File: src/include/mpf_defs.svh
// Shared sizes for the host shim
// Widths, read order buffer depth and write limit

`ifndef MPF_DEFS_SVH
`define MPF_DEFS_SVH

// ----------------------------------------
// Line format
// ----------------------------------------
`define MPF_ADDR_W      32      // Line address
`define MPF_DATA_W      64      // Line payload, cut down for simulation
`define MPF_TAG_W       8       // Metadata tag carried with each request

// ----------------------------------------
// Read order buffer
// ----------------------------------------
`define MPF_ROB_DEPTH   8       // Slots, one per read in flight
`define MPF_ROB_IDX_W   3       // log2 of depth

// ----------------------------------------
// Write channel
// ----------------------------------------
`define MPF_WR_MAX      4       // Writes allowed in flight

`endif

File: src/verilog/mpfPkg.sv
// Host shim types
// Request and response opcodes plus the channel structs

`default_nettype none

`include "mpf_defs.svh"

package mpfPkg;

    // ----------------------------------------
    // Opcodes
    // ----------------------------------------

    // Request opcodes on c0/c1 Tx
    typedef enum logic [1:0]
    {
        eReqRdLine = 2'd0,
        eReqWrLine = 2'd1
    } t_reqType;

    // Response opcodes on c0/c1 Rx
    typedef enum logic [1:0]
    {
        eRspRdLine = 2'd0,
        eRspWrAck  = 2'd1
    } t_rspType;

    // ----------------------------------------
    // Channel structs
    // ----------------------------------------

    // c0 Tx, read request
    typedef struct packed
    {
        logic                   valid;
        t_reqType               reqType;
        logic [`MPF_ADDR_W-1:0] addr;
        logic [`MPF_TAG_W-1:0]  tag;      // Returned unchanged in the response
    } t_c0Req;

    // c1 Tx, write request
    typedef struct packed
    {
        logic                   valid;
        t_reqType               reqType;
        logic [`MPF_ADDR_W-1:0] addr;
        logic [`MPF_TAG_W-1:0]  tag;
        logic [`MPF_DATA_W-1:0] data;     // Full line
    } t_c1Req;

    // c0 Rx, read data
    typedef struct packed
    {
        logic                   valid;
        t_rspType               rspType;
        logic [`MPF_TAG_W-1:0]  tag;
        logic [`MPF_DATA_W-1:0] data;
    } t_c0Rsp;

    // c1 Rx, write ack
    typedef struct packed
    {
        logic                   valid;
        t_rspType               rspType;
        logic [`MPF_TAG_W-1:0]  tag;
    } t_c1Rsp;

endpackage

`default_nettype wire

File: src/verilog/hostChanIf.sv
// Host channel bundle
// Carries both request channels, both response channels and back-pressure

`timescale 1ns/1ps
`default_nettype none

interface hostChanIf
    import mpfPkg::*;
();

    t_c0Req c0Tx;           // Reads toward host
    t_c1Req c1Tx;           // Writes toward host
    t_c0Rsp c0Rx;           // Read data from host
    t_c1Rsp c1Rx;           // Write acks from host
    logic   c0TxAlmFull;    // Host c0 nearly full
    logic   c1TxAlmFull;    // Host c1 nearly full
    logic   rstN;           // Reset as seen at the boundary

    // Boundary side, faces the host wires
    modport fiu
    (
        input  c0Tx,
        input  c1Tx,
        output c0Rx,
        output c1Rx,
        output c0TxAlmFull,
        output c1TxAlmFull,
        output rstN
    );

    // Read path, read order buffer
    modport rd
    (
        output c0Tx,
        input  c0Rx,
        input  c0TxAlmFull
    );

    // Write path, accelerator request port
    modport wr
    (
        output c1Tx,
        input  c1Rx,
        input  c1TxAlmFull
    );

endinterface

`default_nettype wire

File: src/verilog/afuRequestPort.sv
// Accelerator write port
// Issues writes on c1 with a rolling tag, limits writes in flight, passes acks back

`timescale 1ns/1ps
`default_nettype none

`include "mpf_defs.svh"

module afuRequestPort
    import mpfPkg::*;
(
    input  logic                    clk,
    input  logic                    arstN,

    // Accelerator side
    input  logic                    wrValid,
    input  logic [`MPF_ADDR_W-1:0]  wrAddr,
    input  logic [`MPF_DATA_W-1:0]  wrData,
    output logic                    wrAckValid,
    output logic                    wrAlmFull,

    // Host side
    hostChanIf.wr                   host
);

    localparam int cntW = $clog2(`MPF_WR_MAX + 1);

    localparam logic [cntW-1:0] wrMax    = cntW'(`MPF_WR_MAX);
    localparam logic [cntW-1:0] wrThresh = cntW'(`MPF_WR_MAX - 1);

    logic [cntW-1:0]       wrCount;    // Writes in flight
    logic [`MPF_TAG_W-1:0] wrTag;      // Rolling tag
    logic                  wrIssue;
    logic                  ackIn;

    assign wrIssue = wrValid && (wrCount != wrMax);    // Hard stop at the limit
    assign ackIn   = host.c1Rx.valid && (host.c1Rx.rspType == eRspWrAck);

    // ----------------------------------------
    // Request toward host
    // ----------------------------------------
    always_comb
    begin
        host.c1Tx.valid   = wrIssue;
        host.c1Tx.reqType = eReqWrLine;
        host.c1Tx.addr    = wrAddr;
        host.c1Tx.tag     = wrTag;
        host.c1Tx.data    = wrData;
    end

    // Outstanding count and tag
    always_ff @(posedge clk or negedge arstN)
    begin
        if (!arstN)
        begin
            wrCount <= '0;
            wrTag   <= '0;
        end
        else
        begin
            if (wrIssue)
            begin
                wrTag <= wrTag + 1'b1;
            end
            case ({wrIssue, ackIn})
                2'b10:   wrCount <= wrCount + 1'b1;
                2'b01:   wrCount <= wrCount - 1'b1;
                default: wrCount <= wrCount;       // Issue and ack cancel
            endcase
        end
    end

    // ----------------------------------------
    // Accelerator outputs
    // ----------------------------------------
    assign wrAckValid = ackIn;     // One strobe per host ack
    assign wrAlmFull  = host.c1TxAlmFull || (wrCount >= wrThresh);

endmodule

`default_nettype wire

File: src/verilog/hostWiresToIf.sv
// Host wire boundary
// Maps host channel wires onto hostChanIf, each direction optionally registered

`timescale 1ns/1ps
`default_nettype none

module hostWiresToIf
    import mpfPkg::*;
#(
    parameter bit registerInputs  = 1,     // Stage responses before the inner blocks
    parameter bit registerOutputs = 0      // Stage requests and almost-full
)
(
    input  logic    clk,
    input  logic    arstN,

    // Host side
    output t_c0Req  hostC0Tx,
    output t_c1Req  hostC1Tx,
    input  t_c0Rsp  hostC0Rx,
    input  t_c1Rsp  hostC1Rx,
    input  logic    hostC0AlmFull,
    input  logic    hostC1AlmFull,

    // Inner side
    hostChanIf.fiu  fiu
);

    assign fiu.rstN = arstN;    // Inner blocks see the same reset

    // ----------------------------------------
    // Requests out, almost-full in
    // ----------------------------------------
    generate
        if (registerOutputs)
        begin : gRegOut
            always_ff @(posedge clk or negedge arstN)
            begin
                if (!arstN)
                begin
                    hostC0Tx        <= '0;     // Valid bits low out of reset
                    hostC1Tx        <= '0;
                    fiu.c0TxAlmFull <= 1'b0;
                    fiu.c1TxAlmFull <= 1'b0;
                end
                else
                begin
                    hostC0Tx        <= fiu.c0Tx;
                    hostC1Tx        <= fiu.c1Tx;
                    fiu.c0TxAlmFull <= hostC0AlmFull;
                    fiu.c1TxAlmFull <= hostC1AlmFull;
                end
            end
        end
        else
        begin : gWireOut
            always_comb
            begin
                hostC0Tx        = fiu.c0Tx;
                hostC1Tx        = fiu.c1Tx;
                fiu.c0TxAlmFull = hostC0AlmFull;
                fiu.c1TxAlmFull = hostC1AlmFull;
            end
        end
    endgenerate

    // ----------------------------------------
    // Responses in
    // ----------------------------------------
    generate
        if (registerInputs)
        begin : gRegIn
            // One stage for timing on the host side
            always_ff @(posedge clk or negedge arstN)
            begin
                if (!arstN)
                begin
                    fiu.c0Rx <= '0;
                    fiu.c1Rx <= '0;
                end
                else
                begin
                    fiu.c0Rx <= hostC0Rx;
                    fiu.c1Rx <= hostC1Rx;
                end
            end
        end
        else
        begin : gWireIn
            always_comb
            begin
                fiu.c0Rx = hostC0Rx;
                fiu.c1Rx = hostC1Rx;
            end
        end
    endgenerate

endmodule

`default_nettype wire

File: src/verilog/mpfShim.sv
// Host shim top level
// Boundary block, read order buffer and write port joined by hostChanIf

`timescale 1ns/1ps
`default_nettype none

`include "mpf_defs.svh"

module mpfShim
    import mpfPkg::*;
#(
    parameter bit registerInputs  = 1,
    parameter bit registerOutputs = 0
)
(
    input  logic                    clk,
    input  logic                    arstN,

    // Host side
    output t_c0Req                  hostC0Tx,
    output t_c1Req                  hostC1Tx,
    input  t_c0Rsp                  hostC0Rx,
    input  t_c1Rsp                  hostC1Rx,
    input  logic                    hostC0AlmFull,
    input  logic                    hostC1AlmFull,

    // Accelerator side
    input  logic                    afuRdValid,
    input  logic [`MPF_ADDR_W-1:0]  afuRdAddr,
    input  logic                    afuWrValid,
    input  logic [`MPF_ADDR_W-1:0]  afuWrAddr,
    input  logic [`MPF_DATA_W-1:0]  afuWrData,
    output logic                    afuRdRspValid,
    output logic [`MPF_DATA_W-1:0]  afuRdRspData,
    output logic                    afuWrAckValid,
    output logic                    afuRdAlmFull,
    output logic                    afuWrAlmFull
);

    hostChanIf hostChan ();     // Shared by all three blocks

    hostWiresToIf #(
        .registerInputs  (registerInputs),
        .registerOutputs (registerOutputs)
    ) hostWiresToIf_inst (
        .clk           (clk),
        .arstN         (arstN),
        .hostC0Tx      (hostC0Tx),
        .hostC1Tx      (hostC1Tx),
        .hostC0Rx      (hostC0Rx),
        .hostC1Rx      (hostC1Rx),
        .hostC0AlmFull (hostC0AlmFull),
        .hostC1AlmFull (hostC1AlmFull),
        .fiu           (hostChan.fiu)
    );

    // Reads, reordered
    readOrderBuffer readOrderBuffer_inst (
        .clk       (clk),
        .arstN     (arstN),
        .rdValid   (afuRdValid),
        .rdAddr    (afuRdAddr),
        .rspValid  (afuRdRspValid),
        .rspData   (afuRdRspData),
        .rdAlmFull (afuRdAlmFull),
        .host      (hostChan.rd)
    );

    // Writes and acks
    afuRequestPort afuRequestPort_inst (
        .clk        (clk),
        .arstN      (arstN),
        .wrValid    (afuWrValid),
        .wrAddr     (afuWrAddr),
        .wrData     (afuWrData),
        .wrAckValid (afuWrAckValid),
        .wrAlmFull  (afuWrAlmFull),
        .host       (hostChan.wr)
    );

endmodule

`default_nettype wire

File: src/verilog/readOrderBuffer.sv
// Read order buffer
// Tags reads with a slot index, parks out-of-order data, returns it in request order

`timescale 1ns/1ps
`default_nettype none

`include "mpf_defs.svh"

module readOrderBuffer
    import mpfPkg::*;
(
    input  logic                    clk,
    input  logic                    arstN,

    // Accelerator side
    input  logic                    rdValid,
    input  logic [`MPF_ADDR_W-1:0]  rdAddr,
    output logic                    rspValid,
    output logic [`MPF_DATA_W-1:0]  rspData,
    output logic                    rdAlmFull,

    // Host side
    hostChanIf.rd                   host
);

    localparam int idxW = `MPF_ROB_IDX_W;
    localparam int padW = `MPF_TAG_W - `MPF_ROB_IDX_W;     // Unused upper tag bits

    localparam logic [idxW:0] robDepth  = (idxW+1)'(`MPF_ROB_DEPTH);
    localparam logic [idxW:0] almThresh = (idxW+1)'(2);    // Keep one slot in hand

    // ----------------------------------------
    // Slot storage
    // ----------------------------------------
    logic [`MPF_DATA_W-1:0] slotData [`MPF_ROB_DEPTH];     // Payload, no reset
    logic [`MPF_ROB_DEPTH-1:0] filled;                     // Data present per slot

    logic [idxW-1:0] allocPtr;     // Next tag to hand out
    logic [idxW-1:0] oldestPtr;    // Next slot to return
    logic [idxW:0]   freeCount;    // Unallocated slots

    logic            rdAccept;
    logic            rspWrite;
    logic [idxW-1:0] rspSlot;
    logic            oldestReady;

    assign rdAccept    = rdValid && (freeCount != '0);    // Full buffer drops the read
    assign rspWrite    = host.c0Rx.valid && (host.c0Rx.rspType == eRspRdLine);
    assign rspSlot     = host.c0Rx.tag[idxW-1:0];         // Tag low bits name the slot
    assign oldestReady = filled[oldestPtr];               // Oldest ready, hand it back

    // ----------------------------------------
    // Request toward host
    // ----------------------------------------
    always_comb
    begin
        host.c0Tx.valid   = rdAccept;
        host.c0Tx.reqType = eReqRdLine;
        host.c0Tx.addr    = rdAddr;
        host.c0Tx.tag     = {{padW{1'b0}}, allocPtr};
    end

    // Response data into its slot
    always_ff @(posedge clk)
    begin
        if (rspWrite)
        begin
            slotData[rspSlot] <= host.c0Rx.data;
        end
    end

    // Filled bits, set on arrival and cleared on release
    always_ff @(posedge clk or negedge arstN)
    begin
        if (!arstN)
        begin
            filled <= '0;
        end
        else
        begin
            if (oldestReady)
            begin
                filled[oldestPtr] <= 1'b0;
            end
            if (rspWrite)
            begin
                filled[rspSlot] <= 1'b1;   // Never the slot being released
            end
        end
    end

    // ----------------------------------------
    // Pointers and free count
    // ----------------------------------------
    always_ff @(posedge clk or negedge arstN)
    begin
        if (!arstN)
        begin
            allocPtr  <= '0;
            oldestPtr <= '0;
            freeCount <= robDepth;
        end
        else
        begin
            if (rdAccept)
            begin
                allocPtr <= allocPtr + 1'b1;   // Wraps with the slot count
            end
            if (oldestReady)
            begin
                oldestPtr <= oldestPtr + 1'b1;
            end
            case ({rdAccept, oldestReady})
                2'b10:   freeCount <= freeCount - 1'b1;
                2'b01:   freeCount <= freeCount + 1'b1;
                default: freeCount <= freeCount;   // Both or neither
            endcase
        end
    end

    // Return path, combinational from the oldest slot
    assign rspValid  = oldestReady;
    assign rspData   = slotData[oldestPtr];
    assign rdAlmFull = host.c0TxAlmFull || (freeCount < almThresh);

endmodule

`default_nettype wire
File: config.mk
export PLATFORM = sky130hd
export DESIGN_NAME = mpfShim
export DESIGN_NICKNAME = d
export VERILOG_FILES = /design/src/verilog/mpfPkg.sv /design/src/verilog/hostChanIf.sv /design/src/verilog/afuRequestPort.sv /design/src/verilog/hostWiresToIf.sv /design/src/verilog/mpfShim.sv /design/src/verilog/readOrderBuffer.sv
export VERILOG_INCLUDE_DIRS = /design/src /design/src/include
export SDC_FILE = /design/constraint.sdc
export NUM_CORES = 1
export LEC_CHECK = 0
export ABC_AREA = 1
export BUFFER_PORTS_ARGS = -buffer_cell sky130_fd_sc_hd__buf_4
export CAP_MARGIN = 0
export CORE_MARGIN = 5
export CORE_UTILIZATION = 56
export CTS_CLUSTER_SIZE = 28
export DETAILED_ROUTE_END_ITERATION = 7
export PLACE_DENSITY = 0.86
export SLEW_MARGIN = 20
export SYNTH_ARGS = -nofsm -noshare
export SYNTH_HDL_FRONTEND = slang
export SYNTH_SLANG_ARGS = --single-unit
File: constraint.sdc
create_clock -name clk -period 5.9 [get_ports clk]
set_clock_uncertainty 0.15 [all_clocks]
set_input_delay 0.59 -clock clk [delete_from_list [all_inputs] [get_ports clk]]
set_output_delay 0.59 -clock clk [all_outputs]
set_load 0.1 [all_outputs]
# == After elaboration in Yosys (flattened, before gate mapping) ==
# Memory sizes are Yosys's and may differ from the RTL's.
# Cells that the tools add are included.
# totals
reg_bits,102
mem_bits_rw,512
in_bits,220
out_inout_bits,218
wordCells,59
memories,1
# classes
add_sub_neg,7
order_cmp,6
n_eq_ne,6
muxes,12
bitwise_logic,3
reduce_logical,12
# mem_list
name,words,word_bits,rd,rd_clocked_by_memory_dff,wr,line_no,text
readOrderBuffer_inst.slotData,8,64,1,0,1,readOrderBuffer.sv:35,logic [`MPF_DATA_W-1:0] slotData [`MPF_ROB_DEPTH];
# op_table
cell,count
$mux W8,2
$add A3 B1 Y3 const B,3
$add A8 B1 Y8 const B,1
$and A8 B8 Y8,1
$lt A3 B4 Y1 const B,2
$not A8 Y8,1
$or A8 B8 Y8,1
$pmux W4 S2,1
$demux W1 S3,2
$eq A2 B1 Y1 const B,3
$ge A3 B1 Y1 const B,2
$logic_and A1 B1 Y1,6
$pmux W3 S2,1
$mux W1,5
$add A4 B1 Y4 const B,1
$eq A2 B2 Y1 const B,2
$lt A4 B2 Y1 const B,1
$reduce_bool A2 Y1,2
$reduce_bool A4 Y1,1
$sub A4 B1 Y4 const B,1
$bmux W1 S3,1
$ge A3 B2 Y1 const B,1
$ne A3 B3 Y1 const B,1
$sub A3 B1 Y3 const B,1
2 further kinds,3

# == Logic depth before layout (Yosys ltp) ==
# logic_depth
word_depth,9
mapped_depth,18
mapped_depth_nobuf,16

# == Cells and area by module ==
# Synthesis repeated with hierarchy kept, for this count alone.
# unflattened
cells_unflattened,2021
area_unflattened_um2,25399.4
# by_module_without_submodules
mod,n_inst,cells_per_inst,area_each_um2,seq_area_each_um2
readOrderBuffer,1,1606,20712.4,15826.4
hostWiresToIf,1,239,3300.7,2152.1
afuRequestPort,1,176,1386.3,275.3

# == Worst setup path after synthesis ==
# No wires, ideal clock.
# synth_timing
path_kind,flip-flop to flip-flop
from,"reg, netlist name hostWiresToIf_inst.fiu.c0Rx[73]"
to,mem readOrderBuffer_inst.slotData[0][0] (netlist bit) (enable)
setup_ps,487
t_arrival_ps,3447
required_time_ps,5263
setup_slack_ps,1816
stages_incl_launch_ff,4
path_buffers,0
synth_period_minus_slack_ps,4084
path_cell_list,dfrtp_1 -> nor3b_1 -> nand2_1 -> nor2_1
# synth_between
elab_chain_cells,4
# synth_lines
element,line_no,text
$logic_not A2 Y1,readOrderBuffer.sv:48,assign rspWrite = host.c0Rx.valid && (host.c0Rx.rspType == eRspRdLine);
$logic_and A1 B1 Y1,readOrderBuffer.sv:48,
$mux W1,readOrderBuffer.sv:66,if (rspWrite)
$mux W1 (implied by the code),readOrderBuffer.sv:68,slotData[rspSlot] <= host.c0Rx.data;
"end, declared",readOrderBuffer.sv:35,
# Every way passes these cells.

# == Final worst setup path ==
# layout_timing
from,reg readOrderBuffer_inst.oldestPtr[0]
to,out afuRdRspData[28]
# layout_between
elab_chain_cells,1
# layout_lines
element,line_no,text
"start, declared",readOrderBuffer.sv:39,logic [idxW-1:0] oldestPtr;
"start signal, assigned",readOrderBuffer.sv:111,oldestPtr <= oldestPtr + 1'b1;
$mem_v2 Z8 W64,-,
"end, declared",mpfShim.sv:34,"output logic [`MPF_DATA_W-1:0] afuRdRspData,"
# Every way passes these cells.

==> results by group <==
Critical path
  • Critical Path Start: readOrderBuffer_inst.oldestPtr[0]
  • Worst Path Required: 5.16 ns
  • Startpoint types: flop
  • Worst R2R Path Depth: 16
  • Worst path top cell family by delay: buffers and inverters
  • Crit-path max FO: 98
  • Critical path class: flop to output pin
  • FF-to-FF Start: readOrderBuffer_inst.oldestPtr[0]
  • Cell Chain, Critical Path: buf_4 -> nor2_1 -> nor2_1 -> o21ai_1 -> nand4_1 -> buf_4
  • Worst path depth: 6
  • CP max-delay cell: dfrtp_4
  • Max stage delay on crit path: 0.94 ns
  • Crit. End Element: output pin
  • WP data arrival: 3.56 ns
  • Buf/Inv on CP: 2

Logic synthesis
  • Netlist Area Pre-Place: 0.0239 sq mm
  • Synth top area share: 64.4%
  • Register area share after synthesis: 75.1%
  • Mapped Cells: 1849
  • Synth warn: 0
  • Leading area contributor after synthesis: edfxtp_1
  • Post-synth cell types: 24
  • Top post-synthesis cells by area: edfxtp_1, dfrtp_1, nor2_1
  • Post-Syn Area per Cell: 12.9 sq um
  • Yosys reg bits: 614

STA
  • Final WS setup: 1.60 ns
  • Fin. max-slew vios: 0
  • Least-Margin Pin Slew: 1.12 ns
  • TNS Setup: 0 ns
  • Fmax: 0.233 GHz
  • Period minus WS final: 4.30 ns
  • Final hold vios: 0
  • Final setup violation count: 0
  • Final period utilization: 72.8%
  • Rel. slew slack: 25.1%
  • RSZ-0062 raised after global routing: false
  • WHS: 0.277 ns

Clocking
  • Clk slew on worst S/H paths: 0.07 ns
  • Clock net sink count: 614
  • Root buffer cell: clkbuf_16
  • Clock Tree Buf Depth: 3
  • TritonCTS clock tree: yes
  • Cts bufs inserted: 58
  • Setup bufs post-CTS: 0
  • Clock latency on the worst-skew pair: 0.59 ns
  • Htree depth: 2

Global routing
  • Vias in the first global route: 14973
  • Gr usage total: 26.5%
  • Global-route wire length before repair: 92.9 mm
  • Initial antenna violation count: 1
  • Largest net degree at the start of global routing: 145
  • Gr ovfl total: 0

Drt
  • Remaining DRCs: 0
  • ANT nets after route: 0
  • Routed vias/inst: 5.78
  • Routed WL: 63.2 mm
  • Wire length per cell: 25.0 um
  • Initial DRC Count: 1903
  • DRT Pass-1 Iters: 5
  • Vias: 14648

Placed design
  • Placer Congestion: 0.808
  • Post-DP HPWL: 36.0 mm
  • I/O Buffers: 159
  • Placed insts: 2345
  • Post-place setup slack: 2.04 ns

Die
  • Core Rows: 75
  • Die Y: 216 um
  • DIE WIDTH: 216 um
  • DIE AREA: 0.0468 sq mm
  • Io pins: 438
  • Initial Util: 56.8%
  • Core area: 0.0420 sq mm

Power
  • Leakage power total: 10.1 nW
  • Power consumption: 15.2 mW
  • Power density cells: 554 mW/mm^2
  • Maximum vdd drop: 0.553 mV

Worst hold path
  • WHS Path Cells: 4
  • Worst Hold Launch: afuRdValid
  • Hold Path Class: input port to flop

Layout
  • Fill cells: 2690
  • Final non-filler cell total: 2533
  • Reg area: 0.0179 sq mm
  • Share of cells above drive strength 1: 14.5%
  • Final net count: 2172
  • Multi-input logic area: 0.00448 sq mm
  • Area growth from synthesis to layout: 15.1%

Job
  • Max cap viols: 0

Status
  • Status: finished, final reports clean
## synth_stat cells
library cell and n:
or2_0 1, xor2_1 3, buf_6 1, inv_1 26, a21oi_1 2, edfxtp_1 512, dfstp_2 1, dfrtp_1 101
nor2_2 3, o21ai_0 201, nand4_1 67, clkbuf_1 40, conb_1 2, xnor2_1 9, nand3_1 8, buf_2 46
buf_4 140, nor3b_1 1, nor2_1 529, inv_2 4, fa_1 2, o21ai_1 83, ha_1 7, nand2_1 60
## worst paths after layout
check                                               endpoint  slack [ns]
max                                         afuRdRspData[28]        1.60
min                         readOrderBuffer_inst.allocPtr[1]        0.28
max reg2reg                readOrderBuffer_inst.freeCount[3]        1.99
min reg2reg                   afuRequestPort_inst.wrCount[0]        0.33
max in group asynchronous  readOrderBuffer_inst.oldestPtr[0]        3.97
min in group asynchronous    hostWiresToIf_inst.fiu.c0Rx[52]        0.41
## through the flow
step	util [%]	instance area [sq um]
floorplan	-	23900
global placement	58.5	24600
detailed placement	58.5	24600
CTS	65.1	27400
global route	65.3	27500
finish	65.3	27500
## flip-flops by register name (all words and copies together), names as in the netlist
register / flops
readOrderBuffer_inst.slotData: 512
readOrderBuffer_inst.allocPtr: 3
readOrderBuffer_inst.oldestPtr: 3
afuRequestPort_inst.wrTag: 8
hostWiresToIf_inst.fiu.c0Rx: 70
readOrderBuffer_inst.freeCount: 4
afuRequestPort_inst.wrCount: 3
readOrderBuffer_inst.filled: 8
hostWiresToIf_inst.fiu.c1Rx: 3
## area by class of cell
class / count / area share, %
multi-input combinational: 985 / 16.3
inverter: 30 / 0.428
sequential: 614 / 65.3
clock buffer: 88 / 6.22
tap: 539 / 2.46
timing repair buffer: 254 / 8.02
clock inverter: 22 / 1.26
antenna: 1 / 0.00911
## logic make-up after synthesis
logic type                 synth area share, %
AOI/OAI and AO/OA                         6.00
DFF                                       75.1
and+or+nand+nor                           11.3
other                                   0.0315
xor gates and xnor gates                 0.441
adders and majority gates                0.535
buffers and inverters                     6.52
## routing by layer
layer  vias up  wire length [um]  global-route usage (%)  share of wire, %
met1      6998             20000                    29.2                32
met5         -                 0                   0.625                 0
met4         0              3850                    15.6               6.1
met3       180              7890                    9.45                12
met2       971             31500                    44.5                50
li1       6499                 -                       -                 -
## worst min-delay path: cells and delay by family
family,cells,cell delay (ns)
AOI/OAI and AO/OA,1,0.16
and+or+nand+nor,2,0.16
buffers and inverters,1,0.08
## repair_timing
action / CTS / global route
hold buffers: 74 / 0
hold endpoints to repair: 103 / 0
gates resized for setup: 0 / 0
## layout by cell type, fill, tap and decap left out, types with 3 or more instances in the layout
cell type	instances
xor2_1	3
dlygate4sd3_1	74
clkbuf_8	8
inv_2	3
nand4_1	67
xnor2_1	9
dfrtp_1	100
clkinv_2	8
nor2_4	8
buf_12	7
nor2_1	521
bufinv_16	9
clkbuf_16	61
clkbuf_1	19
conb_1	9
ha_1	7
o21ai_0	201
nand3_1	8
o21ai_1	83
inv_1	26
nand2_1	58
edfxtp_1	512
nor2_2	3
buf_4	171
## report_power, final
part           switching, mW  internal (mW)  total (mW)  leakage (nW)
clock network           1.54           2.39        3.93          1.00
logic                   4.94           1.25        6.19          3.23
registers              0.227           4.86        5.09          5.83
total                   6.71           8.50        15.2          10.1
Power figures use the tool's default switching activity.
